===== config.mk =====
export PLATFORM = sky130hd
export DESIGN_NAME = unified_mem
export DESIGN_NICKNAME = d
export VERILOG_FILES = /design/src/design/tsc_pkg.sv /design/src/design/unified_mem.sv
export SDC_FILE = /design/constraint.sdc
export NUM_CORES = 2
export LEC_CHECK = 0
export BUFFER_PORTS_ARGS = -buffer_cell sky130_fd_sc_hd__buf_2
export CORE_ASPECT_RATIO = 0.5
export CORE_UTILIZATION = 55
export CTS_CLUSTER_DIAMETER = 200
export CTS_CLUSTER_SIZE = 40
export DETAILED_ROUTE_END_ITERATION = 16
export PLACE_DENSITY = 0.76
export SYNTH_ARGS = -nofsm -noshare
export SYNTH_HDL_FRONTEND = slang
export SYNTH_SLANG_ARGS = --single-unit

===== constraint.sdc =====
create_clock -name clk -period 4.7 [get_ports clk]
set_clock_uncertainty 0.1 [all_clocks]
set_input_delay 0.47 -clock clk [delete_from_list [all_inputs] [get_ports clk]]
set_output_delay 0.47 -clock clk [all_outputs]
set_load 0.05 [all_outputs]

===== src/design/tsc_pkg.sv =====
package tsc_pkg;

    localparam int word_w    = 16;
    localparam int mem_depth = 256;
    localparam int mem_aw    = 8;   // low address bits that reach the array
    localparam int reg_count = 4;
    localparam int reg_aw    = 2;

    localparam logic [3:0] op_rtype = 4'd15;
    localparam logic [3:0] op_adi   = 4'd4;
    localparam logic [3:0] op_lwd   = 4'd7;
    localparam logic [3:0] op_swd   = 4'd8;
    localparam logic [3:0] op_bne   = 4'd0;
    localparam logic [3:0] op_beq   = 4'd1;
    localparam logic [3:0] op_jmp   = 4'd9;

    localparam logic [5:0] fn_add = 6'd0;
    localparam logic [5:0] fn_sub = 6'd1;
    localparam logic [5:0] fn_and = 6'd2;
    localparam logic [5:0] fn_orr = 6'd3;
    localparam logic [5:0] fn_wwd = 6'd28;
    localparam logic [5:0] fn_hlt = 6'd29;

    typedef enum logic [2:0] {
        alu_add,
        alu_sub,
        alu_and,
        alu_orr,
        alu_pass_a
    } alu_op_e;

    typedef struct packed {
        logic [3:0]        opcode;
        logic [reg_aw-1:0] rs;
        logic [reg_aw-1:0] rt;
        logic [reg_aw-1:0] rd;
        logic [5:0]        func;
    } r_fields_t;

    typedef struct packed {
        logic [3:0]        opcode;
        logic [reg_aw-1:0] rs;
        logic [reg_aw-1:0] rt;
        logic [7:0]        imm;
    } i_fields_t;

    typedef union packed {
        r_fields_t r_fields;
        i_fields_t i_fields;
    } instr_u;

    typedef struct packed {
        alu_op_e alu_op;
        logic    alu_src_imm;
        logic    reg_write;
        logic    mem_read;
        logic    mem_write;
        logic    mem_to_reg;
        logic    branch_eq;
        logic    branch_ne;
        logic    jump;
        logic    is_wwd;
        logic    is_halt;
    } ctrl_t;

    typedef struct packed {
        logic              req;
        logic              we;
        logic [word_w-1:0] addr;
        logic [word_w-1:0] wdata;
    } mem_req_t;

    typedef struct packed {
        logic              valid;
        ctrl_t             ctrl;
        logic [word_w-1:0] pc;
        logic [word_w-1:0] a;     // rs value
        logic [word_w-1:0] b;     // rt value
        logic [word_w-1:0] imm;
        logic [reg_aw-1:0] dst;
    } id_ex_t;

    typedef struct packed {
        logic              valid;
        ctrl_t             ctrl;
        logic [word_w-1:0] alu_res;
        logic [word_w-1:0] wdata;
        logic [reg_aw-1:0] dst;
    } ex_mem_t;

    typedef struct packed {
        logic              valid;
        ctrl_t             ctrl;
        logic [word_w-1:0] alu_res;
        logic [word_w-1:0] mem_data;
        logic [reg_aw-1:0] dst;
    } mem_wb_t;

endpackage


===== src/design/unified_mem.sv =====
module unified_mem (
    input  logic                       clk,
    input  tsc_pkg::mem_req_t          mem_req,
    output logic [tsc_pkg::word_w-1:0] rdata
);

    logic [tsc_pkg::word_w-1:0] mem [tsc_pkg::mem_depth];
    logic [tsc_pkg::mem_aw-1:0] addr;

    assign addr  = mem_req.addr[tsc_pkg::mem_aw-1:0];   // upper bits ignored
    assign rdata = mem[addr];

    always_ff @(posedge clk) begin
        if (mem_req.req && mem_req.we)
            mem[addr] <= mem_req.wdata;
    end

endmodule


==> impl_metrics.json <==
{
  "fillers": 18560,
  "synthAdderAreaFrac_pct": 0,
  "gp_congestion": 0.825,
  "vias": 73482,
  "cts_setup_buffers": 0,
  "synthArstFlopShare_pct": 0,
  "first_global_vias": 71233,
  "avgViaCountPerCell": 6.81,
  "synth_edf_count": 4096,
  "met3_usage_pct": 6.09,
  "p_leak_nw": 50.0,
  "clock-sinks": 4096,
  "top_register": "mem",
  "critical_path.endpoint_type": "primary output",
  "syn_avg_cell_area_um2": 23.1,
  "critPathKind": "input port to primary output",
  "grt_max_degree": 165,
  "largestRegisters": "mem x4096",
  "io_pins": 51,
  "synth_top_cell_area_share_pct": 79.5,
  "pre_cts_slack_ns": -0.0438,
  "met2_usage_pct": 38.5,
  "synth.area.top_cells": "edfxtp_1 (79%), mux4_2 (15%), a22oi_1 (2.5%)",
  "grtUsageTotal_pct": 25.2,
  "cts_root_buf": "clkbuf_16",
  "largest_reg_flops": 4096,
  "synth_top_family_by_area": "multiplexers",
  "synth_seq_cells": 4096,
  "p_per_area_nw_per_um2": 347,
  "drv_cap": 0,
  "cp-start-kind": "input port",
  "start_util_pct": 55.4,
  "port_buffers": 42,
  "grt_overflow": 0,
  "clkSlewWorstSetupHoldPaths_ns": 0.13,
  "synthMuxAreaShare_pct": 14.9,
  "wl_per_cell_um": 33.5,
  "busiest_layer": "met2",
  "power_mw": 57.8,
  "nNetsFinal": 7060,
  "route.detailed.drc": 0,
  "worst_pin_slew_ns": 1.34,
  "grt_pass1_wl_mm": 514,
  "die_w_um": 752,
  "ir_drop_uv": 328,
  "regArea_um2": 123000,
  "area.growth.synth_to_final_pct": 7.71,
  "ys_seq_area_share_pct": 79.5,
  "grt_antenna_before_repair": 8,
  "setup_viol": 0,
  "synth_cell_type_count": 20,
  "ys_warn_count": 0,
  "drt-pass1-iter-count": 6,
  "core_area_um2": 279000,
  "rsz0062_at_grt": "false",
  "min_period_over_period_pct": 98.7,
  "synth_commonest_cells": "edfxtp_1 (4096), mux4_2 (1024), a22oi_1 (512)",
  "numCtsBuffers": 112,
  "die_y_um": 377,
  "slew_headroom_pct": 10.4,
  "synth-main-ff-cell": "edfxtp_1",
  "final_antenna_net_count": 0,
  "hpwlAfterDp_mm": 221,
  "max_freq_ghz": 0.216,
  "synth_compound_area_share_pct": 3.67,
  "syn_nets": 6723,
  "multi_input_area_um2": 30300,
  "cp_max_fo": 41,
  "layout_setup_ws_ns": 0.0633,
  "drt_iter0_markers": 11605,
  "syn_inst": 6688,
  "dieArea_um2": 284000,
  "synth_xor_area_share_pct": 0,
  "synthesis.area_um2": 155000,
  "min_period_ns": 4.64,
  "grtUsageMet1_pct": 37.2,
  "cts_tree": "yes",
  "htree_levels": 3,
  "synthSimpleGateAreaFrac_pct": 0.842,
  "finalSetupTns_ns": 0,
  "arrival_ns": 4.07,
  "hold_violations": 0,
  "cts.path.max_buffers": 3,
  "final_max_slew_viol_count": 0,
  "synth_most_common_cell": "edfxtp_1",
  "synth_top_area_cell": "edfxtp_1",
  "outcome": "completed",
  "holdCritPathClass": "input port to register",
  "drt_wl_total_mm": 362,
  "drive_above_1_share_pct": 26.1,
  "crit_required_ns": 4.13,
  "row_count": 137
}
worst max-delay path: stages:
cell and delay [ns]:
buf_12 0.36, buf_12 0.36, mux4_2 0.55, a22oi_1 0.35
a21oi_1 0.33, o41ai_1 0.81, nand4_1 0.44, buf_2 0.34
cells by family (layout without fill, tap and decap cells):
| group | Yosys count | count (layout) |
|---|---|---|
| simple gates | 324 | 324 |
| mux | 1024 | 1024 |
| compound gates | 832 | 832 |
| other cells | 0 | 15 |
| flops | 4096 | 4096 |
| buf+inv | 412 | 752 |
metal layers:
metal | share of wire, % | vias up
met5 | 0.028 | -
met4 | 2.8 | 16
met3 | 13 | 493
met2 | 46 | 4821
met1 | 38 | 39019
li1 | - | 29133
cell type report:
cell class / count / area share (%)
sequential: 4096 / 73.8
clock buffer: 114 / 1.71
clock inverter: 3 / 0.0398
antenna: 15 / 0.0225
timing repair buffer: 635 / 3.42
tap: 3753 / 2.82
multi-input combinational: 2180 / 18.2
worst paths after layout:
| kind | from | endpoint | slack, ns | cells after the start |
|---|---|---|---|---|
| setup / recovery | mem_req[16] | rdata[4] | 0.06 | 8 |
| hold / removal | mem_req[6] | mem[27][6]$_DFFE_PP_ | 0.04 | 1 |
timing repair:
item / 4_1_cts / 5_1_grt
hold buffers: 3 / 0
setup endpoints to repair: 1 / 1
gates resized for setup: 1 / 1
gates cloned: 0 / 0
hold endpoints to repair: 94 / 0
where the power goes:
group	leakage [nW]	internal (mW)	switching, mW
clock network	1.43	4.43	9.69
logic	11.8	1.22	2.26
registers	36.8	40.2	0.0101
total	50.0	45.8	12.0
metrics by stage:
| stage | area (um2) | utilization, % | hold slack [ns] | instances |
|---|---|---|---|---|
| after detailed placement | 164000 | 58.6 | 0.836 | 10661 |
| after global placement | 164000 | 58.6 | 0.825 | 10661 |
| final | 167000 | 59.7 | 0.0371 | 10796 |
| after global routing | 167000 | 59.7 | 0.0378 | 10783 |
| after CTS | 167000 | 59.7 | 0.00970 | 10781 |
| after floorplan | 155000 | - | 0.469 | 6688 |
cell usage in the layout, fill, tap and decap left out, drive strengths merged:
cell / instances
a21oi: 256
nand2: 30
nand2b: 2
dlygate4sd3: 3
clkbuf: 114
nor2b: 6
buf: 632
a22oi: 512
nor3b: 2
diode: 15
clkinv: 2
nand4: 16
or2: 1
and4: 1
nor2: 259
nand3: 4
nor3: 1
edfxtp: 4096
mux4: 1024
and2: 2
o41ai: 64
inv: 1
Power figures use the tool's default switching activity.
