===== config.mk =====
export PLATFORM = sky130hd
export DESIGN_NAME = mem_arbiter
export DESIGN_NICKNAME = d
export VERILOG_FILES = /design/src/design/tsc_pkg.sv /design/src/design/mem_arbiter.sv
export SDC_FILE = /design/constraint.sdc
export NUM_CORES = 1
export LEC_CHECK = 0
export BUFFER_PORTS_ARGS = -buffer_cell sky130_fd_sc_hd__buf_2
export CAP_MARGIN = 20
export CORE_ASPECT_RATIO = 0.75
export CORE_MARGIN = 2
export CORE_UTILIZATION = 33
export DETAILED_ROUTE_END_ITERATION = 7
export PLACE_DENSITY = 0.84
export SYNTH_ARGS = -nofsm -noshare
export SYNTH_HDL_FRONTEND = slang
export SYNTH_SLANG_ARGS = --single-unit

===== constraint.sdc =====
create_clock -name vclk -period 1.1
set_input_delay 0.22 -clock vclk [all_inputs]
set_output_delay 0.22 -clock vclk [all_outputs]
set_load 0.02 [all_outputs]

===== src/design/tsc_pkg.sv =====
package tsc_pkg;

    localparam int word_w    = 16;
    localparam int mem_depth = 256;
    localparam int mem_aw    = 8;   // low address bits that reach the array
    localparam int reg_count = 4;
    localparam int reg_aw    = 2;

    localparam logic [3:0] op_rtype = 4'd15;
    localparam logic [3:0] op_adi   = 4'd4;
    localparam logic [3:0] op_lwd   = 4'd7;
    localparam logic [3:0] op_swd   = 4'd8;
    localparam logic [3:0] op_bne   = 4'd0;
    localparam logic [3:0] op_beq   = 4'd1;
    localparam logic [3:0] op_jmp   = 4'd9;

    localparam logic [5:0] fn_add = 6'd0;
    localparam logic [5:0] fn_sub = 6'd1;
    localparam logic [5:0] fn_and = 6'd2;
    localparam logic [5:0] fn_orr = 6'd3;
    localparam logic [5:0] fn_wwd = 6'd28;
    localparam logic [5:0] fn_hlt = 6'd29;

    typedef enum logic [2:0] {
        alu_add,
        alu_sub,
        alu_and,
        alu_orr,
        alu_pass_a
    } alu_op_e;

    typedef struct packed {
        logic [3:0]        opcode;
        logic [reg_aw-1:0] rs;
        logic [reg_aw-1:0] rt;
        logic [reg_aw-1:0] rd;
        logic [5:0]        func;
    } r_fields_t;

    typedef struct packed {
        logic [3:0]        opcode;
        logic [reg_aw-1:0] rs;
        logic [reg_aw-1:0] rt;
        logic [7:0]        imm;
    } i_fields_t;

    typedef union packed {
        r_fields_t r_fields;
        i_fields_t i_fields;
    } instr_u;

    typedef struct packed {
        alu_op_e alu_op;
        logic    alu_src_imm;
        logic    reg_write;
        logic    mem_read;
        logic    mem_write;
        logic    mem_to_reg;
        logic    branch_eq;
        logic    branch_ne;
        logic    jump;
        logic    is_wwd;
        logic    is_halt;
    } ctrl_t;

    typedef struct packed {
        logic              req;
        logic              we;
        logic [word_w-1:0] addr;
        logic [word_w-1:0] wdata;
    } mem_req_t;

    typedef struct packed {
        logic              valid;
        ctrl_t             ctrl;
        logic [word_w-1:0] pc;
        logic [word_w-1:0] a;     // rs value
        logic [word_w-1:0] b;     // rt value
        logic [word_w-1:0] imm;
        logic [reg_aw-1:0] dst;
    } id_ex_t;

    typedef struct packed {
        logic              valid;
        ctrl_t             ctrl;
        logic [word_w-1:0] alu_res;
        logic [word_w-1:0] wdata;
        logic [reg_aw-1:0] dst;
    } ex_mem_t;

    typedef struct packed {
        logic              valid;
        ctrl_t             ctrl;
        logic [word_w-1:0] alu_res;
        logic [word_w-1:0] mem_data;
        logic [reg_aw-1:0] dst;
    } mem_wb_t;

endpackage


===== src/design/mem_arbiter.sv =====
module mem_arbiter (
    input  tsc_pkg::mem_req_t load_req,
    input  tsc_pkg::mem_req_t data_req,
    input  tsc_pkg::mem_req_t fetch_req,
    output tsc_pkg::mem_req_t mem_req,
    output logic              data_gnt,
    output logic              fetch_gnt
);

    // loader, then data stage, then fetch
    always_comb begin
        mem_req   = '0;
        data_gnt  = 1'b0;
        fetch_gnt = 1'b0;
        if (load_req.req) begin
            mem_req = load_req;
        end else if (data_req.req) begin
            mem_req  = data_req;
            data_gnt = 1'b1;
        end else if (fetch_req.req) begin
            mem_req   = fetch_req;
            fetch_gnt = 1'b1;
        end
    end

endmodule


==> summary.md, run 1 <==
| Metric | Value |
|---|---|
| Die area | `3629 um^2` |
| Mean post-synth cell area | `6.812 um^2` |
| Maximum vdd ir drop | `0.2964 mV` |
| Total overflow reported by the global router | `0` |
| Min Tclk post-route | `1214 ps` |
| Met1 track utilization from global routing | `0.2753` |
| Family of cells with the greatest summed delay on the critical path | `buffers and inverters` |
| Crit share post-route | `1.104` |
| Number of max-slew violations in the final report | `0` |
| Detailed-route vias per instance | `5.165` |
| Final Hold Fails | `0` |
| Max-capacitance violation count | `0` |
| Post-DP Area | `2082 um^2` |
| Final Core Density | `0.9008` |
| Worst Tran Pin Value | `244.3 ps` |
| Worst min-delay path class | `in2out` |
| Headroom to the max-slew limit | `0.8371` |
| Top fanout value on the critical path | `22` |
| Number of optimization iterations in the first detailed-route pass | `4` |
| Most numerous cell in the Yosys netlist | `a21oi_2` |
| Number of filler instances in the final layout | `144` |
| Multiplexer area fraction after synthesis | `0` |
| Die Height | `52.67 um` |
| Critical path's slowest cell | `nand3b_1` |
| Antenna diode instance count | `0` |
| Clock Buffer Count | `0` |
| Die Span X | `68.90 um` |
| Sequential cell count | `0` |
| WL final | `5327 um` |
| Adder and majority cell fraction of the synthesized area | `0` |
| Final design instance area without fill | `2683 um^2` |
| Global placement routability congestion | `0.7059` |
| Slowest Stage Delay on Critical Path | `210 ps` |
| Area of combinational cells with multiple inputs | `1398 um^2` |
| Area fraction of the dominant cell type after synthesis | `0.3025` |
| Average wire length per cell after detail routing | `16.24 um` |
| CP Data Required Time | `880 ps` |
| Synth top area cells | `a21oi_2 (30%), nand3b_1 (24%), nor2b_1 (20%)` |
| Syn-to-layout area delta | `157.4%` |
| Number of placement rows | `17` |
| Number of nets in the layout | `394` |
| Buffering stage count on the worst path with inverters included | `3` |
| Number of top-level pins | `138` |
| Count of cell types in the netlist | `10` |
| Post-Syn Instances | `153` |
| Area of all sequential standard cells | `0 um^2` |
| Most crowded layer after global routing | `met2` |
| Achievable Freq | `0.8236 GHz` |
| Hold slack final | `784.6 ps` |
| Synthesis Warnings | `0` |
| Met2 routing resource usage after global routing | `0.5705` |
| Most area-hungry cell type in the Yosys netlist | `a21oi_2` |
| Parity-gate share of the synthesized area counting xor and xnor cells | `0` |
| Kind of capture point of the worst setup path | `primary output` |
| Worst-path cell chain | `buf_12, buf_12, nand3b_1, a21oi_4, buf_6` |
| Initial antenna violation count | `0` |
| Most numerous cell types in the synthesized netlist | `a21oi_2 (36), nor2b_1 (34), nand3b_1 (33), a21oi_1 (30), buf_2 (10)` |
| Setup repair after global routing missed its margin | `true` |
| All-Layer GR Usage | `0.2693` |
| Hpwl dp | `3295 um` |
| Fraction of final layout cells with drive strength greater than 1 | `0.8414` |
| Total leakage power | `1.105 nW` |
| Setup CP Type | `in2out` |
| Core outline area | `2978 um^2` |
| Setup WS post-layout | `-114.2 ps` |
| Global-route wire length before repair | `7472 um` |
| Failing checks | `negative setup slack` |
| Sequential-to-total area share from yosys stat | `0` |
| Launching element type of the critical path | `primary input` |
| Post-Synthesis Net Count | `255` |
| Power per Cell Area | `484.8 nW/um^2` |
| Number of DRC markers after the initial detailed-route iteration | `36` |
| Area fraction in and, or, nand and nor cells after synthesis | `0.4550` |
| Initial cell density of the core | `0.3500` |
| Pin count of the biggest net entering global routing | `28` |
| Number of vias after detailed routing | `1694` |
| ANT nets after route | `0` |
| Count of unresolved DRC violations after routing | `0` |
| Data arrival time of the critical path | `990 ps` |
| Compound-Gate Fraction of Synth Area | `0.4466` |
| Vias in the first global route | `1729` |
| # setup viols final | `34` |
| Result of the run | `finished, violations left` |
| Critical path's most frequent cell | `buf_12` |
| Total standard cell area after synthesis | `1042 um^2` |
| IO buf count | `138` |
| Grt met3 use | `0.04731` |
| Quantity of hold-fixing buffers added after cts | `0` |
| Dominant combinational cell family by area after synthesis | `simple AND/OR/NAND/NOR gates` |
layout make-up:
cell class / count / area share
Tap cell: 38 / 0.01772
Multi-Input combinational cell: 135 / 0.5210
Timing Repair Buffer: 155 / 0.4613
worst paths after layout:
check | start | to | slack (ps) | depth (start not counted)
setup / recovery | data_req[33] | mem_req[29] | -110 | 5
hold / removal | load_req[25] | mem_req[25] | 780 | 4
power breakdown:
group | switching, W | internal [W]
Sequential | 0 | 0
Clock | 0 | 0
Combinational | 0.000613 | 0.000687
Total | 0.000613 | 0.000687
cell usage in the layout (no fill, tap or decap):
cell	count
a21oi_1	6
buf_4	5
nor2b_4	1
nor3b_2	1
buf_6	35
buf_2	100
nand3b_1	33
buf_16	2
a21oi_2	22
a21oi_4	38
buf_8	2
buf_12	11
or3_4	1
nor2b_2	26
nor2b_1	7
cells by family after synthesis:
| kind of cell | after synthesis |
|---|---|
| AND/OR/NAND/NOR | 69 |
| AO/OA/AOI/OAI | 66 |
| buffers and inverters | 18 |
routing by layer:
layer,up-vias,part of all wire
met3,6,0.082
met1,788,0.36
met2,80,0.56
met5,-,0
li1,820,-
met4,0,0.0051
stage by stage:
step / TNS (ps) / setup WS, ps / cells / total power [W]
after floorplan: -4.364 / -4.364 / 153 / 0.0006013
after global placement: -4939 / -179.5 / 323 / 0.0009442
after detailed placement: -5421 / -195.7 / 323 / 0.0009609
after CTS: -2458 / -99.98 / 328 / 0.001261
after global routing: -3690 / -139.7 / 328 / 0.001370
final: -2688 / -114.2 / 328 / 0.001300
what timing repair did:
item	4_1_cts	5_1_grt
gates cloned	2	0
pin swaps	3	4
setup endpoints to repair	35	35
setup buffers	3	0
gates resized for setup	138	10
(Power assumes the default switching activity.)
==> run 2: changes to the inputs <==
--- a/config.mk
+++ b/config.mk
@@ -8,10 +8,10 @@
 export BUFFER_PORTS_ARGS = -buffer_cell sky130_fd_sc_hd__buf_2
 export CAP_MARGIN = 20
 export CORE_ASPECT_RATIO = 0.75
-export CORE_MARGIN = 2
-export CORE_UTILIZATION = 33
+export CORE_MARGIN = 3
+export CORE_UTILIZATION = 36
 export DETAILED_ROUTE_END_ITERATION = 7
-export PLACE_DENSITY = 0.84
+export PLACE_DENSITY = 0.91
 export SYNTH_ARGS = -nofsm -noshare
 export SYNTH_HDL_FRONTEND = slang
 export SYNTH_SLANG_ARGS = --single-unit
==> constraint.sdc (replaced) <==
create_clock -name vclk -period 1.6
set_input_delay 0.32 -clock vclk [all_inputs]
set_output_delay 0.32 -clock vclk [all_outputs]
set_load 0.02 [all_outputs]
==> summary.md, run 2 (synthesized netlist as in run 1, its figures left out) <==
| Metric | Value |
|---|---|
| Die area | `3584 um^2 (was 3629 um^2)` |
| Number of DRC markers after the initial detailed-route iteration | `47 (was 36)` |
| ANT nets after route | `0 (unchanged)` |
| Initial cell density of the core | `0.3885 (was 0.3500)` |
| Syn-to-layout area delta | `70.11% (was 157.4%)` |
| Sequential cell fraction of total power | `0 (about the same)` |
| CP Data Required Time | `1280 ps (was 880 ps)` |
| Average wire length per cell after detail routing | `11.39 um (was 16.24 um)` |
| Total leakage power | `0.8260 nW (was 1.105 nW)` |
| Number of vias after detailed routing | `1517 (was 1694)` |
| Switching share of total power | `0.5287 (was 0.4717)` |
| Antenna diode instance count | `0 (unchanged)` |
| Power per Cell Area | `309.7 nW/um^2 (was 484.8 nW/um^2)` |
| Final non-filler cell total | `315 (was 328)` |
| Portion of total power attributed to combinational logic | `1.000 (about the same)` |
| Area of combinational cells with multiple inputs | `939.7 um^2 (was 1398 um^2)` |
| Kind of capture point of the worst setup path | `primary output (unchanged)` |
| Detailed-route vias per instance | `4.816 (was 5.165)` |
| Post-placement worst setup slack | `-20.46 ps (was -195.7 ps)` |
| Sequential cell count | `0 (unchanged)` |
| Launching element type of the critical path | `primary input (unchanged)` |
| Slowest Stage Delay on Critical Path | `190 ps (was 210 ps)` |
| Worst min-delay path class | `in2out (unchanged)` |
| Cell depth of the worst min-delay path | `4 (unchanged)` |
| Number of nets in the layout | `383 (was 394)` |
| Fraction of final layout cells with drive strength greater than 1 | `0.6452 (was 0.8414)` |
| Number of optimization iterations in the first detailed-route pass | `2 (was 4)` |
| Global placement routability congestion | `0.7044 (was 0.7059)` |
| Terminating pin of the worst hold path | `mem_req[27] (was mem_req[25])` |
| Min Tclk post-route | `1460 ps` |
| Post-DP Area | `1770 um^2 (was 2082 um^2)` |
| Global-route wire length before repair | `5071 um (was 7472 um)` |
| Number of max-slew violations in the final report | `0 (unchanged)` |
| Result of the run | `completed (was finished, violations left)` |
| Share of power burned in the clock network | `0 (about the same)` |
| Family of cells with the greatest summed delay on the critical path | `buffers and inverters (unchanged)` |
| Number of filler instances in the final layout | `240 (was 144)` |
| Headroom to the max-slew limit | `0.7733 (was 0.8371)` |
| Pin count of the biggest net entering global routing | `45 (was 28)` |
| Setup WS post-layout | `139.6 ps (was -114.2 ps)` |
| Critical path's slowest cell | `nand3b_1 (unchanged)` |
| Final design instance area without fill | `1773 um^2 (was 2683 um^2)` |
| IO buf count | `138 (unchanged)` |
| Area of all sequential standard cells | `0 um^2 (unchanged)` |
| Clock Buffer Count | `0 (unchanged)` |
| All-Layer GR Usage | `0.1707 (was 0.2693)` |
| Most frequent cells in the layout | `buf_2 (137), a21oi_2 (36), nor2b_1 (34) (was buf_2 (100), a21oi_4 (38), buf_6 (35))` |
| Cell count after placement | `315 (was 323)` |
| Achievable Freq | `0.6847 GHz` |
| Core outline area | `2683 um^2 (was 2978 um^2)` |
| WL final | `3587 um (was 5327 um)` |
| Total internal power | `0.0002588 W (was 0.0006870 W)` |
| Number of top-level pins | `138 (unchanged)` |
| Setup repair after global routing missed its margin | `false (was true)` |
| Die Height | `52.60 um (was 52.67 um)` |
| Worst Tran Pin Value | `340.1 ps (was 244.3 ps)` |
| Hold Startpoint | `load_req[27] (was load_req[25])` |
| Worst-path cell chain | `buf_2, buf_12, nand3b_1, a21oi_2, buf_2 (was buf_12, buf_12, nand3b_1, a21oi_4, buf_6)` |
| Commonest non-fill, non-tap cell in the layout | `buf_2 (unchanged)` |
| Hpwl dp | `2924 um (was 3295 um)` |
| Critical path's most frequent cell | `buf_2 (was buf_12)` |
| Total number of cells along the worst setup path | `5 (unchanged)` |
| Overall power after layout | `0.0005492 W (was 0.001300 W)` |
| Top fanout value on the critical path | `44 (was 22)` |
| Buffering stage count on the worst path with inverters included | `3 (unchanged)` |
| Hold slack final | `994.7 ps (was 784.6 ps)` |
| Vias in the first global route | `1300 (was 1729)` |
| # setup viols final | `0 (was 34)` |
| Total overflow reported by the global router | `0 (unchanged)` |
| Maximum vdd ir drop | `0.1699 mV (was 0.2964 mV)` |
| Max-capacitance violation count | `0 (unchanged)` |
| Initial antenna violation count | `0 (unchanged)` |
| Net Switching | `0.0002904 W (was 0.0006134 W)` |
| Crit share post-route | `0.9128` |
| Setup CP Type | `in2out (unchanged)` |
| Count of unresolved DRC violations after routing | `0 (unchanged)` |
| Die Span X | `68.13 um (was 68.90 um)` |
| Setup repair bufs after CTS | `0 (was 3)` |
| Data arrival time of the critical path | `1140 ps (was 990 ps)` |
| Number of placement rows | `16 (was 17)` |
| Final Hold Fails | `0 (unchanged)` |
==> run 2: changes by cell type in the layout (fill, tap and decap cells not counted), moves of 7 or more <==
cell	delta
a21oi_1	+24
buf_12	-7
a21oi_2	+14
nor2b_1	+27
buf_2	+37
a21oi_4	-38
buf_6	-35
nor2b_2	-26
==> run 2: layout make-up <==
type / instances / area share
multi-input cells: 135 / 0.5300
well taps: 36 / 0.02541
repair buffers: 144 / 0.4446
==> run 2: per-layer routing <==
layer,up-vias,share of wire,track usage,wire length [um]
li1,795,-,-,-
met1,650,0.37,0.1775,1323
met2,72,0.51,0.3584,1824
met3,0,0.12,0.03433,439
met4,0,0,0.006601,0
met5,-,0,0,0
==> run 2: worst max path at each step <==
stage / startpoint / to / slack (ps)
after detailed placement: fetch_req[33] / mem_req[24] / -20
after global placement: fetch_req[33] / mem_req[3] / -10
after global routing: data_req[33] / mem_req[32] / 90
after CTS: load_req[33] / mem_req[18] / 140
final: data_req[33] / mem_req[24] / 140
after floorplan: fetch_req[33] / fetch_gnt / 100
==> run 2: power groups by stage <==
| stage | registers, W | logic (W) | clock network, W |
|---|---|---|---|
| after detailed placement | 0 | 0.000553 | 0 |
| final | 0 | 0.000549 | 0 |
| after floorplan | 0 | 0.000321 | 0 |
| after global placement | 0 | 0.000544 | 0 |
| after CTS | 0 | 0.000555 | 0 |
| after global routing | 0 | 0.000598 | 0 |
==> run 2: through the flow <==
step                      setup TNS [ps]    util
after floorplan                        0       -
after global placement            -22.70  0.6600
after detailed placement          -64.31  0.6600
after CTS                              0  0.6609
after global routing                   0  0.6609
final                                  0  0.6609
==> run 2: repair_timing <==
item                       4_1_cts  5_1_grt
hold buffers                     0        0
resized for setup                1        0
setup endpoints to repair       11        0
==> run 2: tightest hold or removal path, stage by stage <==
cell and delay, ps:
buf_2 70, nor2b_1 40, a21oi_2 80, buf_2 160
==> run 3: changes to the inputs <==
--- a/config.mk
+++ b/config.mk
@@ -7,7 +7,7 @@
 export LEC_CHECK = 0
 export BUFFER_PORTS_ARGS = -buffer_cell sky130_fd_sc_hd__buf_2
 export CAP_MARGIN = 20
-export CORE_ASPECT_RATIO = 0.75
+export CORE_ASPECT_RATIO = 2
 export CORE_MARGIN = 3
 export CORE_UTILIZATION = 36
 export DETAILED_ROUTE_END_ITERATION = 7
==> summary.md, run 3 (synthesized netlist as in run 1, its figures left out) <==
| Metric | Value |
|---|---|
| Number of top-level pins | `138 (unchanged)` |
| Setup repair after global routing missed its margin | `false (unchanged)` |
| Area of all sequential standard cells | `0 um^2 (unchanged)` |
| Final non-filler cell total | `308 (was 315)` |
| IO buf count | `138 (unchanged)` |
| Number of DRC markers after the initial detailed-route iteration | `17 (was 47)` |
| Initial cell density of the core | `0.3762 (was 0.3885)` |
| Cell count after placement | `308 (was 315)` |
| Number of optimization iterations in the first detailed-route pass | `4 (was 2)` |
| Die Height | `82.09 um (was 52.60 um)` |
| Core outline area | `2770 um^2 (was 2683 um^2)` |
| ANT nets after route | `0 (unchanged)` |
| Die Span X | `44.05 um (was 68.13 um)` |
| Power per Cell Area | `312.3 nW/um^2 (was 309.7 nW/um^2)` |
| Initial antenna violation count | `0 (unchanged)` |
| Number of filler instances in the final layout | `268 (was 240)` |
| Worst Tran Pin Value | `159.7 ps (was 340.1 ps)` |
| Count of unresolved DRC violations after routing | `0 (unchanged)` |
| Slowest Stage Delay on Critical Path | `350 ps (was 190 ps)` |
| Antenna diode instance count | `0 (unchanged)` |
| Average wire length per cell after detail routing | `12.08 um (was 11.39 um)` |
| Total overflow reported by the global router | `0 (unchanged)` |
| Critical path's slowest cell | `or3_1 (was nand3b_1)` |
| Top fanout value on the critical path | `19 (was 44)` |
| Result of the run | `completed (unchanged)` |
| Die area | `3616 um^2 (was 3584 um^2)` |
| Number of vias after detailed routing | `1537 (was 1517)` |
| Total internal power | `0.0002649 W (was 0.0002588 W)` |
| Switching share of total power | `0.5253 (was 0.5287)` |
| CP Data Required Time | `1280 ps (about the same)` |
| Total leakage power | `0.8343 nW (was 0.8260 nW)` |
| Vias in the first global route | `1340 (was 1300)` |
| Quantity of hold-fixing buffers added after cts | `0 (unchanged)` |
| Buffering stage count on the worst path with inverters included | `3 (unchanged)` |
| Hold slack final | `994.1 ps (was 994.7 ps)` |
| Headroom to the max-slew limit | `0.8936 (was 0.7733)` |
| Final Core Density | `0.6450 (was 0.6609)` |
| Global placement routability congestion | `0.8788 (was 0.7044)` |
| Most frequent cells in the layout | `buf_2 (138), a21oi_2 (36), nor2b_1 (34) (was buf_2 (137), a21oi_2 (36), nor2b_1 (34))` |
| Setup CP Type | `in2out (unchanged)` |
| All-Layer GR Usage | `0.1727 (was 0.1707)` |
| Data arrival time of the critical path | `1120 ps (was 1140 ps)` |
| Hpwl dp | `3130 um (was 2924 um)` |
| Maximum vdd ir drop | `0.1804 mV (was 0.1699 mV)` |
| Worst min-delay path class | `in2out (unchanged)` |
| Portion of total power attributed to combinational logic | `1.000 (about the same)` |
| Kind of capture point of the worst setup path | `primary output (unchanged)` |
| Max-capacitance violation count | `0 (unchanged)` |
| Final Hold Fails | `0 (unchanged)` |
| Pin count of the biggest net entering global routing | `40 (was 45)` |
| Post-route setup TNS | `0 ps (unchanged)` |
| Cell depth of the worst min-delay path | `4 (unchanged)` |
| Fraction of final layout cells with drive strength greater than 1 | `0.6452 (unchanged)` |
| Commonest non-fill, non-tap cell in the layout | `buf_2 (unchanged)` |
| Crit share post-route | `0.9011 (was 0.9128)` |
| Syn-to-layout area delta | `71.43% (was 70.11%)` |
| Sequential cell count | `0 (unchanged)` |
| # setup viols final | `0 (unchanged)` |
| Clock Buffer Count | `0 (unchanged)` |
| WL final | `3722 um (was 3587 um)` |
| Worst-path cell chain | `buf_2, buf_12, or3_1, buf_2 (was buf_2, buf_12, nand3b_1, a21oi_2, buf_2)` |
| Critical path's most frequent cell | `buf_2 (unchanged)` |
| Terminating pin of the worst hold path | `mem_req[31] (was mem_req[27])` |
| Achievable Freq | `0.6936 GHz (was 0.6847 GHz)` |
| Number of gates given a new drive strength after cts | `0 (was 1)` |
| Hold Startpoint | `load_req[31] (was load_req[27])` |
| Number of nets in the layout | `383 (unchanged)` |
| Detailed-route vias per instance | `4.990 (was 4.816)` |
| Family of cells with the greatest summed delay on the critical path | `buffers and inverters (unchanged)` |
| Launching element type of the critical path | `primary input (unchanged)` |
| Global-route wire length before repair | `5209 um (was 5071 um)` |
| Number of max-slew violations in the final report | `0 (unchanged)` |
| Setup repair bufs after CTS | `0 (unchanged)` |
| Share of power burned in the clock network | `0 (about the same)` |
| Min Tclk post-route | `1442 ps (was 1460 ps)` |
| Sequential cell fraction of total power | `0 (about the same)` |
| Net Switching | `0.0002932 W (was 0.0002904 W)` |
| Number of placement rows | `27 (was 16)` |
==> run 3: per-layer routing <==
metal | routed length (um) | track usage
met5 | 0 | 0
met4 | 46 | 0.03927
met3 | 281 | 0.01518
met2 | 2131 | 0.3670
met1 | 1262 | 0.1652
==> run 3: power groups by stage <==
stage,sequential (W),combinational (W),clock [W]
2_1_floorplan,0,0.000321,0
3_5_place_dp,0,0.000559,0
6_report,0,0.000558,0
5_1_grt,0,0.000605,0
3_3_place_gp,0,0.000549,0
4_1_cts,0,0.000561,0
==> run 3: how the worst max path moves through the flow <==
stage	slack, ps	depth (start not counted)	end	start
final	160	4	mem_req[33]	fetch_req[33]
after global routing	80	5	mem_req[4]	data_req[33]
after CTS	160	4	mem_req[33]	fetch_req[33]
after detailed placement	160	4	mem_req[33]	fetch_req[33]
after global placement	160	4	mem_req[33]	fetch_req[33]
after floorplan	100	3	fetch_gnt	fetch_req[33]
==> run 3: cell type report <==
cell class | count | area [um^2] | share of cell area
Multi-Input combinational cell | 135 | 939.7 | 0.5259
Tap cell | 29 | 36.28 | 0.02031
Timing Repair Buffer | 144 | 810.8 | 0.4538
==> run 3: through the flow <==
step / setup WS [ps] / area, um^2 / power (W)
after floorplan: 97.14 / 1042 / 0.0003214
final: 158.2 / 1787 / 0.0005581
after CTS: 155.2 / 1787 / 0.0005612
after global placement: 157.8 / 1787 / 0.0005487
after detailed placement: 158.1 / 1787 / 0.0005593
after global routing: 83.62 / 1787 / 0.0006045
