[config.mk]
export PLATFORM = sky130hd
export DESIGN_NAME = tsc_core
export DESIGN_NICKNAME = d
export VERILOG_FILES = /design/src/design/tsc_pkg.sv /design/src/design/tsc_alu.sv /design/src/design/tsc_core.sv /design/src/design/tsc_decode.sv /design/src/design/tsc_regfile.sv
export SDC_FILE = /design/constraint.sdc
export NUM_CORES = 1
export LEC_CHECK = 0
export ABC_CLOCK_PERIOD_IN_PS = 4800
export BUFFER_PORTS_ARGS = -buffer_cell sky130_fd_sc_hd__buf_4
export CELL_PAD_IN_SITES_DETAIL_PLACEMENT = 1
export CELL_PAD_IN_SITES_GLOBAL_PLACEMENT = 1
export CORE_AREA = 2 2 174 176
export CTS_BUF_LIST = sky130_fd_sc_hd__clkbuf_16
export DETAILED_ROUTE_END_ITERATION = 12
export DIE_AREA = 0 0 176 178
export PLACE_DENSITY_LB_ADDON = 0.1
export SYNTH_ARGS = -nofsm -noshare
export SYNTH_HDL_FRONTEND = slang
export SYNTH_HIERARCHICAL = 1
export SYNTH_SLANG_ARGS = --single-unit
[constraint.sdc]
create_clock -name clk -period 4.8 [get_ports clk]
set_input_delay 0.96 -clock clk [delete_from_list [all_inputs] [get_ports clk]]
set_output_delay 0.96 -clock clk [all_outputs]
set_load 0.02 [all_outputs]
[src/design/tsc_pkg.sv]
package tsc_pkg;

    localparam int word_w    = 16;
    localparam int mem_depth = 256;
    localparam int mem_aw    = 8;   // low address bits that reach the array
    localparam int reg_count = 4;
    localparam int reg_aw    = 2;

    localparam logic [3:0] op_rtype = 4'd15;
    localparam logic [3:0] op_adi   = 4'd4;
    localparam logic [3:0] op_lwd   = 4'd7;
    localparam logic [3:0] op_swd   = 4'd8;
    localparam logic [3:0] op_bne   = 4'd0;
    localparam logic [3:0] op_beq   = 4'd1;
    localparam logic [3:0] op_jmp   = 4'd9;

    localparam logic [5:0] fn_add = 6'd0;
    localparam logic [5:0] fn_sub = 6'd1;
    localparam logic [5:0] fn_and = 6'd2;
    localparam logic [5:0] fn_orr = 6'd3;
    localparam logic [5:0] fn_wwd = 6'd28;
    localparam logic [5:0] fn_hlt = 6'd29;

    typedef enum logic [2:0] {
        alu_add,
        alu_sub,
        alu_and,
        alu_orr,
        alu_pass_a
    } alu_op_e;

    typedef struct packed {
        logic [3:0]        opcode;
        logic [reg_aw-1:0] rs;
        logic [reg_aw-1:0] rt;
        logic [reg_aw-1:0] rd;
        logic [5:0]        func;
    } r_fields_t;

    typedef struct packed {
        logic [3:0]        opcode;
        logic [reg_aw-1:0] rs;
        logic [reg_aw-1:0] rt;
        logic [7:0]        imm;
    } i_fields_t;

    typedef union packed {
        r_fields_t r_fields;
        i_fields_t i_fields;
    } instr_u;

    typedef struct packed {
        alu_op_e alu_op;
        logic    alu_src_imm;
        logic    reg_write;
        logic    mem_read;
        logic    mem_write;
        logic    mem_to_reg;
        logic    branch_eq;
        logic    branch_ne;
        logic    jump;
        logic    is_wwd;
        logic    is_halt;
    } ctrl_t;

    typedef struct packed {
        logic              req;
        logic              we;
        logic [word_w-1:0] addr;
        logic [word_w-1:0] wdata;
    } mem_req_t;

    typedef struct packed {
        logic              valid;
        ctrl_t             ctrl;
        logic [word_w-1:0] pc;
        logic [word_w-1:0] a;     // rs value
        logic [word_w-1:0] b;     // rt value
        logic [word_w-1:0] imm;
        logic [reg_aw-1:0] dst;
    } id_ex_t;

    typedef struct packed {
        logic              valid;
        ctrl_t             ctrl;
        logic [word_w-1:0] alu_res;
        logic [word_w-1:0] wdata;
        logic [reg_aw-1:0] dst;
    } ex_mem_t;

    typedef struct packed {
        logic              valid;
        ctrl_t             ctrl;
        logic [word_w-1:0] alu_res;
        logic [word_w-1:0] mem_data;
        logic [reg_aw-1:0] dst;
    } mem_wb_t;

endpackage

[src/design/tsc_alu.sv]
module tsc_alu (
    input  tsc_pkg::alu_op_e           op,
    input  logic [tsc_pkg::word_w-1:0] a,
    input  logic [tsc_pkg::word_w-1:0] b,
    output logic [tsc_pkg::word_w-1:0] result,
    output logic                       equal
);

    always_comb begin
        case (op)
            tsc_pkg::alu_add:    result = a + b;
            tsc_pkg::alu_sub:    result = a - b;
            tsc_pkg::alu_and:    result = a & b;
            tsc_pkg::alu_orr:    result = a | b;
            tsc_pkg::alu_pass_a: result = a;    // WWD carries rs through
            default:             result = '0;
        endcase
    end

    // raw operand compare for BEQ/BNE, b is rt there
    assign equal = (a == b);

endmodule

[src/design/tsc_core.sv]
module tsc_core (
    input  logic                       clk,
    input  logic                       rst,
    output tsc_pkg::mem_req_t          fetch_req,
    input  logic                       fetch_gnt,
    output tsc_pkg::mem_req_t          data_req,
    input  logic                       data_gnt,
    input  logic [tsc_pkg::word_w-1:0] rdata,
    output logic [tsc_pkg::word_w-1:0] output_port,
    output logic                       output_valid,
    output logic [tsc_pkg::word_w-1:0] num_inst,
    output logic                       halted
);

    logic [tsc_pkg::word_w-1:0] pc;
    logic                       started;
    logic                       fetch_stop;
    logic                       halt_seen;

    logic                       if_valid;
    tsc_pkg::instr_u            if_instr;
    logic [tsc_pkg::word_w-1:0] if_pc;

    tsc_pkg::ctrl_t             id_ctrl;
    logic [tsc_pkg::word_w-1:0] id_imm;
    logic [tsc_pkg::word_w-1:0] rs_data;
    logic [tsc_pkg::word_w-1:0] rt_data;

    tsc_pkg::id_ex_t  id_ex, id_ex_n;
    tsc_pkg::ex_mem_t ex_mem, ex_mem_n;
    tsc_pkg::mem_wb_t mem_wb, mem_wb_n;

    logic [tsc_pkg::word_w-1:0] alu_b;
    logic [tsc_pkg::word_w-1:0] alu_res;
    logic                       alu_eq;
    logic                       taken;
    logic [tsc_pkg::word_w-1:0] target;
    logic                       fetch_ok;
    logic                       halt_in_id;
    logic                       wb_en;
    logic [tsc_pkg::word_w-1:0] wb_data;

    tsc_decode u_decode (
        .instr (if_instr),
        .ctrl  (id_ctrl),
        .imm   (id_imm)
    );

    tsc_regfile u_regfile (
        .clk     (clk),
        .rst     (rst),
        .rs_addr (if_instr.r_fields.rs),
        .rt_addr (if_instr.r_fields.rt),
        .rd_addr (mem_wb.dst),
        .w_data  (wb_data),
        .w_en    (wb_en),
        .rs_data (rs_data),
        .rt_data (rt_data)
    );

    assign alu_b = id_ex.ctrl.alu_src_imm ? id_ex.imm : id_ex.b;

    tsc_alu u_alu (
        .op     (id_ex.ctrl.alu_op),
        .a      (id_ex.a),
        .b      (alu_b),
        .result (alu_res),
        .equal  (alu_eq)
    );

    // branch resolution in EX
    assign taken = id_ex.valid & (id_ex.ctrl.jump
                 | (id_ex.ctrl.branch_eq & alu_eq)
                 | (id_ex.ctrl.branch_ne & ~alu_eq));
    assign target = id_ex.ctrl.jump ? id_ex.imm : id_ex.pc + 16'd1 + id_ex.imm;

    always_comb begin
        fetch_req      = '0;
        fetch_req.req  = started & ~fetch_stop;
        fetch_req.addr = pc;
    end

    assign fetch_ok   = fetch_req.req & fetch_gnt;     // low when MEM owns the memory
    assign halt_in_id = if_valid & id_ctrl.is_halt & ~taken;

    always_comb begin
        data_req       = '0;
        data_req.req   = ex_mem.valid & (ex_mem.ctrl.mem_read | ex_mem.ctrl.mem_write);
        data_req.we    = ex_mem.ctrl.mem_write;
        data_req.addr  = ex_mem.alu_res;
        data_req.wdata = ex_mem.wdata;
    end

    always_comb begin
        id_ex_n.valid = if_valid & ~taken;
        id_ex_n.ctrl  = id_ctrl;
        id_ex_n.pc    = if_pc;
        id_ex_n.a     = rs_data;
        id_ex_n.b     = rt_data;
        id_ex_n.imm   = id_imm;
        id_ex_n.dst   = (if_instr.r_fields.opcode == tsc_pkg::op_rtype)
                      ? if_instr.r_fields.rd : if_instr.i_fields.rt;

        ex_mem_n.valid   = id_ex.valid;
        ex_mem_n.ctrl    = id_ex.ctrl;
        ex_mem_n.alu_res = alu_res;
        ex_mem_n.wdata   = id_ex.b;     // SWD stores rt
        ex_mem_n.dst     = id_ex.dst;

        mem_wb_n.valid    = ex_mem.valid;
        mem_wb_n.ctrl     = ex_mem.ctrl;
        mem_wb_n.alu_res  = ex_mem.alu_res;
        mem_wb_n.mem_data = data_gnt ? rdata : '0;
        mem_wb_n.dst      = ex_mem.dst;
    end

    always_ff @(posedge clk) begin
        if_instr <= rdata;
        if_pc    <= pc;
        id_ex    <= id_ex_n;
        ex_mem   <= ex_mem_n;
        mem_wb   <= mem_wb_n;
        if (rst) begin
            if_valid     <= 1'b0;
            id_ex.valid  <= 1'b0;
            ex_mem.valid <= 1'b0;
            mem_wb.valid <= 1'b0;
        end else begin
            if_valid <= fetch_ok & ~taken & ~halt_in_id;
        end
    end

    always_ff @(posedge clk) begin
        if (rst) begin
            pc         <= '0;
            started    <= 1'b0;
            fetch_stop <= 1'b0;
            halt_seen  <= 1'b0;
            num_inst   <= '0;
        end else begin
            started <= 1'b1;
            if (taken)
                pc <= target;
            else if (fetch_ok && !halt_in_id)
                pc <= pc + 16'd1;
            if (halt_in_id)
                fetch_stop <= 1'b1;     // no more fetches until rst
            if (mem_wb.valid)
                num_inst <= num_inst + 16'd1;
            if (mem_wb.valid && mem_wb.ctrl.is_halt)
                halt_seen <= 1'b1;
        end
    end

    assign wb_en   = mem_wb.valid & mem_wb.ctrl.reg_write;
    assign wb_data = mem_wb.ctrl.mem_to_reg ? mem_wb.mem_data : mem_wb.alu_res;

    assign output_port  = mem_wb.alu_res;
    assign output_valid = mem_wb.valid & mem_wb.ctrl.is_wwd;
    assign halted       = halt_seen | (mem_wb.valid & mem_wb.ctrl.is_halt);

endmodule

[src/design/tsc_decode.sv]
module tsc_decode (
    input  tsc_pkg::instr_u            instr,
    output tsc_pkg::ctrl_t             ctrl,
    output logic [tsc_pkg::word_w-1:0] imm
);

    logic [3:0] opcode;
    logic [5:0] func;

    assign opcode = instr.r_fields.opcode;
    assign func   = instr.r_fields.func;

    always_comb begin
        ctrl        = '0;
        ctrl.alu_op = tsc_pkg::alu_add;
        case (opcode)
            tsc_pkg::op_rtype: begin
                case (func)
                    tsc_pkg::fn_add: ctrl.reg_write = 1'b1;
                    tsc_pkg::fn_sub: begin
                        ctrl.alu_op    = tsc_pkg::alu_sub;
                        ctrl.reg_write = 1'b1;
                    end
                    tsc_pkg::fn_and: begin
                        ctrl.alu_op    = tsc_pkg::alu_and;
                        ctrl.reg_write = 1'b1;
                    end
                    tsc_pkg::fn_orr: begin
                        ctrl.alu_op    = tsc_pkg::alu_orr;
                        ctrl.reg_write = 1'b1;
                    end
                    tsc_pkg::fn_wwd: begin
                        ctrl.alu_op = tsc_pkg::alu_pass_a;
                        ctrl.is_wwd = 1'b1;
                    end
                    tsc_pkg::fn_hlt: ctrl.is_halt = 1'b1;
                    default: ;      // unknown func retires as a nop
                endcase
            end
            tsc_pkg::op_adi: begin
                ctrl.alu_src_imm = 1'b1;
                ctrl.reg_write   = 1'b1;
            end
            tsc_pkg::op_lwd: begin
                ctrl.alu_src_imm = 1'b1;
                ctrl.mem_read    = 1'b1;
                ctrl.mem_to_reg  = 1'b1;
                ctrl.reg_write   = 1'b1;
            end
            tsc_pkg::op_swd: begin
                ctrl.alu_src_imm = 1'b1;
                ctrl.mem_write   = 1'b1;
            end
            tsc_pkg::op_beq: ctrl.branch_eq = 1'b1;
            tsc_pkg::op_bne: ctrl.branch_ne = 1'b1;
            tsc_pkg::op_jmp: ctrl.jump = 1'b1;
            default: ;
        endcase
    end

    // 12-bit jump target is everything below the opcode
    assign imm = (opcode == tsc_pkg::op_jmp)
               ? {4'b0, instr.i_fields.rs, instr.i_fields.rt, instr.i_fields.imm}
               : {{8{instr.i_fields.imm[7]}}, instr.i_fields.imm};

endmodule

[src/design/tsc_regfile.sv]
module tsc_regfile (
    input  logic                       clk,
    input  logic                       rst,
    input  logic [tsc_pkg::reg_aw-1:0] rs_addr,
    input  logic [tsc_pkg::reg_aw-1:0] rt_addr,
    input  logic [tsc_pkg::reg_aw-1:0] rd_addr,
    input  logic [tsc_pkg::word_w-1:0] w_data,
    input  logic                       w_en,
    output logic [tsc_pkg::word_w-1:0] rs_data,
    output logic [tsc_pkg::word_w-1:0] rt_data
);

    logic [tsc_pkg::word_w-1:0] regs [tsc_pkg::reg_count];

    always_ff @(posedge clk) begin
        if (rst) begin
            for (int i = 0; i < tsc_pkg::reg_count; i++) begin
                regs[i] <= '0;
            end
        end else if (w_en) begin
            regs[rd_addr] <= w_data;
        end
    end

    // write-through so WB and ID can share a cycle
    always_comb begin
        rs_data = regs[rs_addr];
        rt_data = regs[rt_addr];
        if (w_en && rd_addr == rs_addr)
            rs_data = w_data;
        if (w_en && rd_addr == rt_addr)
            rt_data = w_data;
    end

endmodule

==> results of run 1 <==
==> per-layer routing <==
layer  global-route usage  up-vias  part of all wire
met3               0.0318       66             0.033
li1                     -     4465                 -
met4               0.0813        0             0.028
met2                0.426      173              0.50
met5                    0        -                 0
met1                0.304     4728              0.44
==> kinds of logic after synthesis <==
| kind of cell | Yosys count | share of synthesized area |
|---|---|---|
| buffers and inverters | 192 | 0.0797 |
| flip-flops | 292 | 0.465 |
| adder cells (fa/ha/maj) | 70 | 0.0644 |
| other | 1 | 0.000269 |
| XOR/XNOR | 49 | 0.0308 |
| multiplexers | 108 | 0.128 |
| AND/OR/NAND/NOR | 335 | 0.132 |
| AO/OA/AOI/OAI | 205 | 0.0997 |
==> sequential cells by signal, summed over array words and instances (netlist names) <==
signal / count
data_req: 33
ex_mem: 8
ex_mem_n: 32
fetch_stop: 1
halt_seen: 1
id_ex: 48
if_instr: 16
if_pc: 16
if_valid: 1
mem_wb: 23
num_inst: 16
output_port: 16
pc: 16
started: 1
u_regfile/regs: 64
==> cell usage after synthesis, drive strengths merged, types with 19 or more instances <==
| cell type | n | area share |
|---|---|---|
| and2 | 85 | 0.038 |
| mux2 | 71 | 0.064 |
| nor2 | 65 | 0.017 |
| xnor2 | 30 | 0.019 |
| inv | 56 | 0.015 |
| edfxtp | 64 | 0.14 |
| clkbuf | 34 | 0.0092 |
| a21oi | 46 | 0.017 |
| mux4 | 32 | 0.060 |
| dfxtp | 228 | 0.33 |
| nor3 | 20 | 0.0083 |
| nand2 | 56 | 0.015 |
| o21ai | 38 | 0.014 |
| buf | 101 | 0.055 |
| nand3 | 24 | 0.0093 |
| xor2 | 19 | 0.012 |
| ha | 67 | 0.060 |
==> power by group through the flow <==
stage / Sequential, W / Clock (W) / Combinational [W]
floorplan: 0.00281 / 0 / 0.000830
CTS: 0.00284 / 0.00250 / 0.00102
finish: 0.00284 / 0.00244 / 0.00102
detailed placement: 0.00289 / 0 / 0.00102
global route: 0.00286 / 0.00260 / 0.00111
global placement: 0.00288 / 0 / 0.000999
==> area by class of cell <==
class | instances | area, um^2 | area share
clock buffer | 35 | 876 | 0.0563
clock inverter | 24 | 176 | 0.0113
inverter | 57 | 214 | 0.0138
multi-input combinational | 784 | 6410 | 0.412
sequential | 292 | 6490 | 0.417
tap | 390 | 488 | 0.0314
timing repair buffer | 120 | 901 | 0.0579
==> metrics by stage <==
| stage | hold slack (ps) | instance area [um^2] | total power, W | utilization |
|---|---|---|---|---|
| 2_1_floorplan | 310 | 14000 | 0.00364 | - |
| 3_3_place_gp | 310 | 14500 | 0.00388 | 0.493 |
| 3_5_place_dp | 313 | 14500 | 0.00390 | 0.493 |
| 4_1_cts | 325 | 15600 | 0.00637 | 0.529 |
| 5_1_grt | 331 | 15600 | 0.00657 | 0.529 |
| 6_report | 320 | 15600 | 0.00630 | 0.529 |
==> final timing paths <==
kind / from / to / slack (ps) / cells past startpoint
worst min-delay path: if_pc[2]$_DFF_P_ / id_ex[52]$_DFF_P_ / 320 / 0
worst max register to register: ex_mem_n[43]$_DFF_P_ / pc[14]$_SDFFE_PP0P_ / 1030 / 14
worst min register to register: if_pc[2]$_DFF_P_ / id_ex[52]$_DFF_P_ / 320 / 0
worst max-delay path: ex_mem_n[43]$_DFF_P_ / pc[14]$_SDFFE_PP0P_ / 1030 / 14
==> reports/metrics.yaml, run 1 <==
fin_crit_sh: 0.785
min_period_ps: 3770
synth_edf_count: 64
dr.pass1.iters: 4
antenna_found_initial: 0
fp.dieH_um: 178
p_sw_frac: 0.279
min_path_type: "reg -> reg"
pre_cts_ws_ps: 1030
hpwlAfterDp_um: 26700
drt_iter0_drc: 476
drtAntennaViolNets: 0
dpl.cell_count: 1643
syn2layout_area_growth_pct: 11.5
endpoint_kind: "register"
p_sw_w: 0.00176
cts-buffers-inserted: 34
path_delay_family: "simple AND/OR/NAND/NOR gates"
hold_buffers: 0
relSlewSlack: 0.290
worst-path-buf-inv: 3
grt_pass1_wl_um: 57900
cts_resized: 0
grt_util_all_layers: 0.241
comb_power_share: 0.162
fin_setup_tns_ps: 0
cts_num_sinks: 292
nets: 1379
power.density_nw_per_um2: 405
drcViolationCount: 0
syn_area_per_cell_um2: 11.1
finalSetupViolations: 0
wl_per_cell_um: 21.8
max_cap_viol_count: 0
vias: 9432
antenna_cells: 0
final_cells: 1702
htree_levels: 2
ys_seq_elements: 292
root_buffer: "clkbuf_16"
grt-ovfl-total: 0
finalWirelength_um: 37100
tightest_slew_ps: 1060
seq_area_frac_synth: 0.465
start_util: 0.474
fin_skew_ps: 25.6
path_clk_slew_ps: 60
die_area_um2: 31300
n_fill_cell: 3097
rsz0062_at_grt: "false"
grt_pass1_vias: 10099
clk_latency_ps: 510
status: "complete, no violations"
critPathArrivalTime_ps: 4130
io_buffer_count: 104
timing.final.hold_violations: 0
post_cts_buffers: 0
drv_slew: 0
yosysUniqueCellTypes: 86
path_cells: "buf_4 -> mux2_1 -> inv_1 -> ha_1 -> inv_1 -> nand2_1 -> or3_1 -> nor2_1 -> mux2_2 -> o21a_1 -> nand2b_1 -> or3_1 -> mux2i_1 -> a2111oi_2"
fp.coreArea_um2: 29400
max_stage_delay_ps: 460
crit_fanout: 16
setup_ws_ps: 1030
crit_required_ps: 5160
rows: 63
synthFlopType: "dfxtp_1"
cts.path.max_buffers: 3
drive_gt1_frac: 0.183
cp_slowest_cell: "o21a_1"
vias_per_cell: 5.54
synth_warnings: 6
syn_inst: 1252
p_int_w: 0.00454
globalplace.congestion: 0.869
final_common_cell: "dfxtp_1"
crit_path_start_kind: "register"
pin_count: 122
clockPowerShare: 0.388
ir_drop_v: 0.000262
cts_tree: "yes"
die_x_um: 176
path_class: "reg -> reg"
timing.fmax_ghz: 0.265
power.leakage_nw: 6.67
async_flop_share: 0
seqPwrFrac: 0.451
grt_max_degree: 36
netlist_area_um2: 13900
mostFrequentLayoutCells: "dfxtp_1 (228), buf_4 (120), and2_1 (85)"
(Power assumes the default switching activity.)
==> run 2, diff against run 1 <==
--- a/config.mk
+++ b/config.mk
@@ -5,14 +5,14 @@
 export SDC_FILE = /design/constraint.sdc
 export NUM_CORES = 1
 export LEC_CHECK = 0
-export ABC_CLOCK_PERIOD_IN_PS = 4800
+export ABC_CLOCK_PERIOD_IN_PS = 3100
 export BUFFER_PORTS_ARGS = -buffer_cell sky130_fd_sc_hd__buf_4
 export CELL_PAD_IN_SITES_DETAIL_PLACEMENT = 1
 export CELL_PAD_IN_SITES_GLOBAL_PLACEMENT = 1
-export CORE_AREA = 2 2 174 176
+export CORE_AREA = 2 2 184 186
 export CTS_BUF_LIST = sky130_fd_sc_hd__clkbuf_16
 export DETAILED_ROUTE_END_ITERATION = 12
-export DIE_AREA = 0 0 176 178
+export DIE_AREA = 0 0 186 188
 export PLACE_DENSITY_LB_ADDON = 0.1
 export SYNTH_ARGS = -nofsm -noshare
 export SYNTH_HDL_FRONTEND = slang
==> constraint.sdc (replaced) <==
create_clock -name clk -period 3.1 [get_ports clk]
set_input_delay 0.62 -clock clk [delete_from_list [all_inputs] [get_ports clk]]
set_output_delay 0.62 -clock clk [all_outputs]
set_load 0.02 [all_outputs]
==> run 2 against run 1 <==
Fmax is 25% higher. Final cell count grew 7.1%. Die area rose by 12%. Worst hold slack got worse by 110 ps. Non-clock buffer count is 60 higher. Global-route usage down 2.0 points. Sequential power is 55% higher. Total power grew 65%. Design area up 5.8%. Register-to-register slack worse by 950 ps.
==> reports/metrics.yaml, run 2 (synthesis results as in run 1) <==
setup_ws_ps: 82.0
syn2layout_area_growth_pct: 17.9
endpoint_kind: "register"
grt-ovfl-total: 0
grt_pass1_wl_um: 58500
dr.pass1.iters: 4
ir_drop_v: 0.000390
path_clk_slew_ps: 60
finalWirelength_um: 38800
cts_tree: "yes"
finalSetupViolations: 0
fin_setup_tns_ps: 0
final-seq-area_um2: 6490
drt_iter0_drc: 439
r2r_slack_ps: 80
status: "complete, no violations"
drv_slew: 0
timing.rr.start: "ex_mem_n[43]$_DFF_P_"
htree_levels: 2
final_util: 0.497
crit_required_ps: 3500
setup.worst_path.start: "ex_mem_n[43]$_DFF_P_"
tightest_slew_ps: 729
power.leakage_nw: 7.04
power.density_nw_per_um2: 632
fin_crit_sh: 0.974
path_class: "reg -> reg"
fp.dieH_um: 188
drtAntennaViolNets: 0
largest_reg_flops: 64
min_path_type: "in -> reg"
pin_count: 122
hp-start: "rdata[5]"
fp.coreArea_um2: 33100
drcViolationCount: 0
hpwlAfterDp_um: 27900
max_cap_viol_count: 0
final_cells: 1823
vias: 9593
clk_latency_ps: 520
crit_path_start_kind: "register"
timing.final.hold_violations: 0
wl_per_cell_um: 21.3
cts.path.max_buffers: 3
dpl.cell_count: 1756
critPathArrivalTime_ps: 3420
hold_buffers: 0
grt_pass1_vias: 10075
start_util: 0.421
rows: 67
cts_num_sinks: 292
cts-buffers-inserted: 34
antenna_cells: 0
vias_per_cell: 5.26
pre_cts_ws_ps: -96.3
final_common_cell: "dfxtp_1"
timing.fmax_ghz: 0.331
relSlewSlack: 0.514
min_path_cells: 1
antenna_found_initial: 1
nets: 1439
crit_fanout: 6
rsz0062_at_grt: "true"
reg2reg_depth: 13
fin_skew_ps: 18.1
multi_input_area_um2: 6630
die_x_um: 186
largest_register: "u_regfile/regs"
fin_area_um2: 16400
grt_max_degree: 42
r2r_end: "pc[8]$_SDFFE_PP0P_"
n_fill_cell: 3554
die_area_um2: 35000
min_period_ps: 3020
globalplace.congestion: 0.831
grt_util_all_layers: 0.221
mostFrequentLayoutCells: "dfxtp_1 (227), buf_4 (176), and2_1 (85)"
io_buffer_count: 104
drive_gt1_frac: 0.253
root_buffer: "clkbuf_16"
placed_cell_area_um2: 15100
hold_path_end: "if_instr[5]$_DFF_P_"
-- run 2: changes by cell type in the layout (fill, tap and decap cells not counted), sizes merged --
cell      delta
bufinv       +4
clkinv       +1
inv          -3
clkinvlp     +1
buf         +60
-- run 2: what timing repair did --
action / 4_1_cts / 5_1_grt
gates resized for setup: 6 / 36
endpoints found under the setup margin: 14 / 24
setup buffers: 0 / 5
pin swaps: 2 / 9
-- run 2: layer usage --
layer | vias up | GRT usage | wire, um
li1 | 4587 | - | -
met5 | - | 0 | 0
met3 | 78 | 0.0287 | 1390
met1 | 4731 | 0.276 | 16800
met2 | 197 | 0.385 | 19300
met4 | 0 | 0.0851 | 1360
-- run 2: how the worst max path moves through the flow --
stage | to | slack [ps]
after floorplan | pc[14]$_SDFFE_PP0P_ | 5
after global placement | pc[8]$_SDFFE_PP0P_ | -10
after detailed placement | pc[8]$_SDFFE_PP0P_ | -100
after CTS | pc[8]$_SDFFE_PP0P_ | 3
after global routing | data_req[31]$_DFF_P_ | -100
final | pc[8]$_SDFFE_PP0P_ | 80
-- run 2: area by class of cell --
class / count / share of cell area
Clock buffer: 35 / 0.0533
Sequential cell: 292 / 0.394
Tap cell: 448 / 0.0341
Inverter: 57 / 0.0130
Multi-Input combinational cell: 784 / 0.403
Timing Repair Buffer: 180 / 0.0836
Clock inverter: 27 / 0.0186
-- run 2: through the flow --
step	total power [W]	hold slack, ps
detailed placement	0.00618	313
global placement	0.00616	311
floorplan	0.00566	310
finish	0.0104	208
CTS	0.0104	190
global route	0.0108	196
-- run 2: worst max-delay path: stages (launching register included) --
cell     delay, ps
dfxtp_2        360
buf_6          150
buf_4          110
mux2_1         340
inv_2           70
ha_1           240
or3_4          400
nor2_4         110
mux2_4         340
o21a_4         260
o21ai_4        170
o21ai_2         90
a31oi_1        170
o21ai_1         80
-- run 2: report_power, final --
part	total [W]	internal (W)	leakage (nW)	switching, W
clock	0.00420	0.00257	0.583	0.00163
sequential	0.00439	0.00416	2.55	0.000229
combinational	0.00180	0.000794	3.91	0.00100
total	0.0104	0.00753	7.04	0.00286
==> run 3, diff against run 2 <==
--- a/config.mk
+++ b/config.mk
@@ -13,7 +13,7 @@
 export CTS_BUF_LIST = sky130_fd_sc_hd__clkbuf_16
 export DETAILED_ROUTE_END_ITERATION = 12
 export DIE_AREA = 0 0 186 188
-export PLACE_DENSITY_LB_ADDON = 0.1
+export PLACE_DENSITY_LB_ADDON = 0.25
 export SYNTH_ARGS = -nofsm -noshare
 export SYNTH_HDL_FRONTEND = slang
 export SYNTH_HIERARCHICAL = 1
==> run 3 against run 2 <==
Design area shrank 0.30%. Non-clock buffer count did not move. Count of clock-buffer cells in the layout increased by 1. Clock power decreased by 3%. Utilization decreased by 0.15 points. Fmax grew 0.53%. Sequential share of layout area is 0.13 points higher. Total power down 1.0%. Final cell count barely moved.
==> reports/metrics.yaml, run 3 (synthesis results as in run 1) <==
status: "complete, no violations"
clockPowerShare: 0.398
p_int_w: 0.00748
ir_drop_v: 0.000560
start_util: 0.421
drt_iter0_drc: 517
crit_fanout: 10
fin_skew_ps: 14.6
path_clk_slew_ps: 60
finalWirelength_um: 38400
rsz0062_at_grt: "true"
grt_max_degree: 30
pre_cts_ws_ps: -152
drive_gt1_frac: 0.250
final_cells: 1822
max_cap_viol_count: 0
cts_tree: "yes"
dr.pass1.iters: 5
drtAntennaViolNets: 0
antenna_cells: 0
grt_pass1_vias: 10195
timing.final.hold_violations: 0
crit_path_start_kind: "register"
finalSetupViolations: 0
comb_power_share: 0.174
final_util: 0.495
finalPower_w: 0.0103
cts_num_sinks: 292
grt_pass1_wl_um: 58700
rows: 67
min_path_type: "in -> reg"
vias_per_cell: 5.30
setup_ws_ps: 97.9
io_buffer_count: 104
power.leakage_nw: 7.06
endpoint_kind: "register"
vias: 9648
tightest_slew_ps: 681
syn2layout_area_growth_pct: 17.6
final_common_cell: "dfxtp_1"
globalplace.congestion: 0.862
largest_register: "u_regfile/regs"
p_sw_frac: 0.273
root_buffer: "clkbuf_16"
fp.coreArea_um2: 33100
cts-buffers-inserted: 34
pin_count: 122
seqPwrFrac: 0.428
critPathArrivalTime_ps: 3400
relSlewSlack: 0.546
htree_levels: 2
p_sw_w: 0.00281
timing.hold.ws_ps: 211
cts.path.max_buffers: 3
power.density_nw_per_um2: 627
drcViolationCount: 0
dpl.cell_count: 1756
mostFrequentLayoutCells: "dfxtp_1 (227), buf_4 (177), and2_1 (85)"
grt-ovfl-total: 0
clk_latency_ps: 510
fp.dieH_um: 188
min_period_ps: 3000
die_x_um: 186
die_area_um2: 35000
hpwlAfterDp_um: 27700
wl_per_cell_um: 21.1
antenna_found_initial: 0
timing.fmax_ghz: 0.333
largest_reg_flops: 64
grt_util_all_layers: 0.221
crit_required_ps: 3500
nets: 1439
path_class: "reg -> reg"
fin_crit_sh: 0.968
drv_slew: 0
[run 3: metrics by stage]
stage | TNS, ps | instance area (um^2)
2_1_floorplan | 0 | 14100
3_3_place_gp | 0 | 15100
3_5_place_dp | -859 | 15100
4_1_cts | 0 | 16200
5_1_grt | -88.1 | 16400
6_report | 0 | 16400
[run 3: layer usage]
layer | share of wire | track usage | vias to the layer above
li1 | - | - | 4579
met1 | 0.43 | 0.277 | 4793
met2 | 0.50 | 0.386 | 205
met3 | 0.035 | 0.0301 | 71
met4 | 0.031 | 0.0787 | 0
met5 | 0 | 0 | -
[run 3: cell type report]
type / count / area, um^2
well taps: 448 / 561
inverters: 57 / 214
fillers: 3518 / 16700
multi-input cells: 784 / 6610
repair buffers: 180 / 1370
clock buffers: 36 / 901
flip-flops and latches: 292 / 6490
clock inverters: 25 / 248
[run 3: power by group through the flow]
stage	Combinational, W	Clock (W)	Sequential (W)
floorplan	0.00131	0	0.00435
global placement	0.00169	0	0.00448
detailed placement	0.00172	0	0.00448
CTS	0.00174	0.00419	0.00441
global route	0.00193	0.00436	0.00444
finish	0.00179	0.00409	0.00440
[run 3: final timing paths]
check,endpoint,from,cells after the start,slack [ps]
setup / recovery,pc[8]$_SDFFE_PP0P_,ex_mem_n[43]$_DFF_P_,14,100
hold reg to reg,id_ex[56]$_DFF_P_,if_pc[6]$_DFF_P_,0,330
hold / removal,if_instr[9]$_DFF_P_,rdata[9],1,210
setup reg to reg,pc[8]$_SDFFE_PP0P_,ex_mem_n[43]$_DFF_P_,14,100
[run 3: what timing repair did]
action	in CTS	in global routing
hold buffers	0	0
pin swaps	4	9
setup buffers	0	5
endpoints found under the hold margin	0	0
resized for setup	6	33
endpoints found under the setup margin	15	21
[run 3: critical path: stages (launching register included)]
cell	delay [ps]
dfxtp_4	360
buf_12	140
mux2_4	320
inv_1	110
ha_4	210
inv_2	50
nand2_1	70
or3_4	350
nor2_2	130
mux2_4	340
o21a_4	240
o21ai_4	200
o21ai_2	80
a31oi_1	190
o21ai_1	90
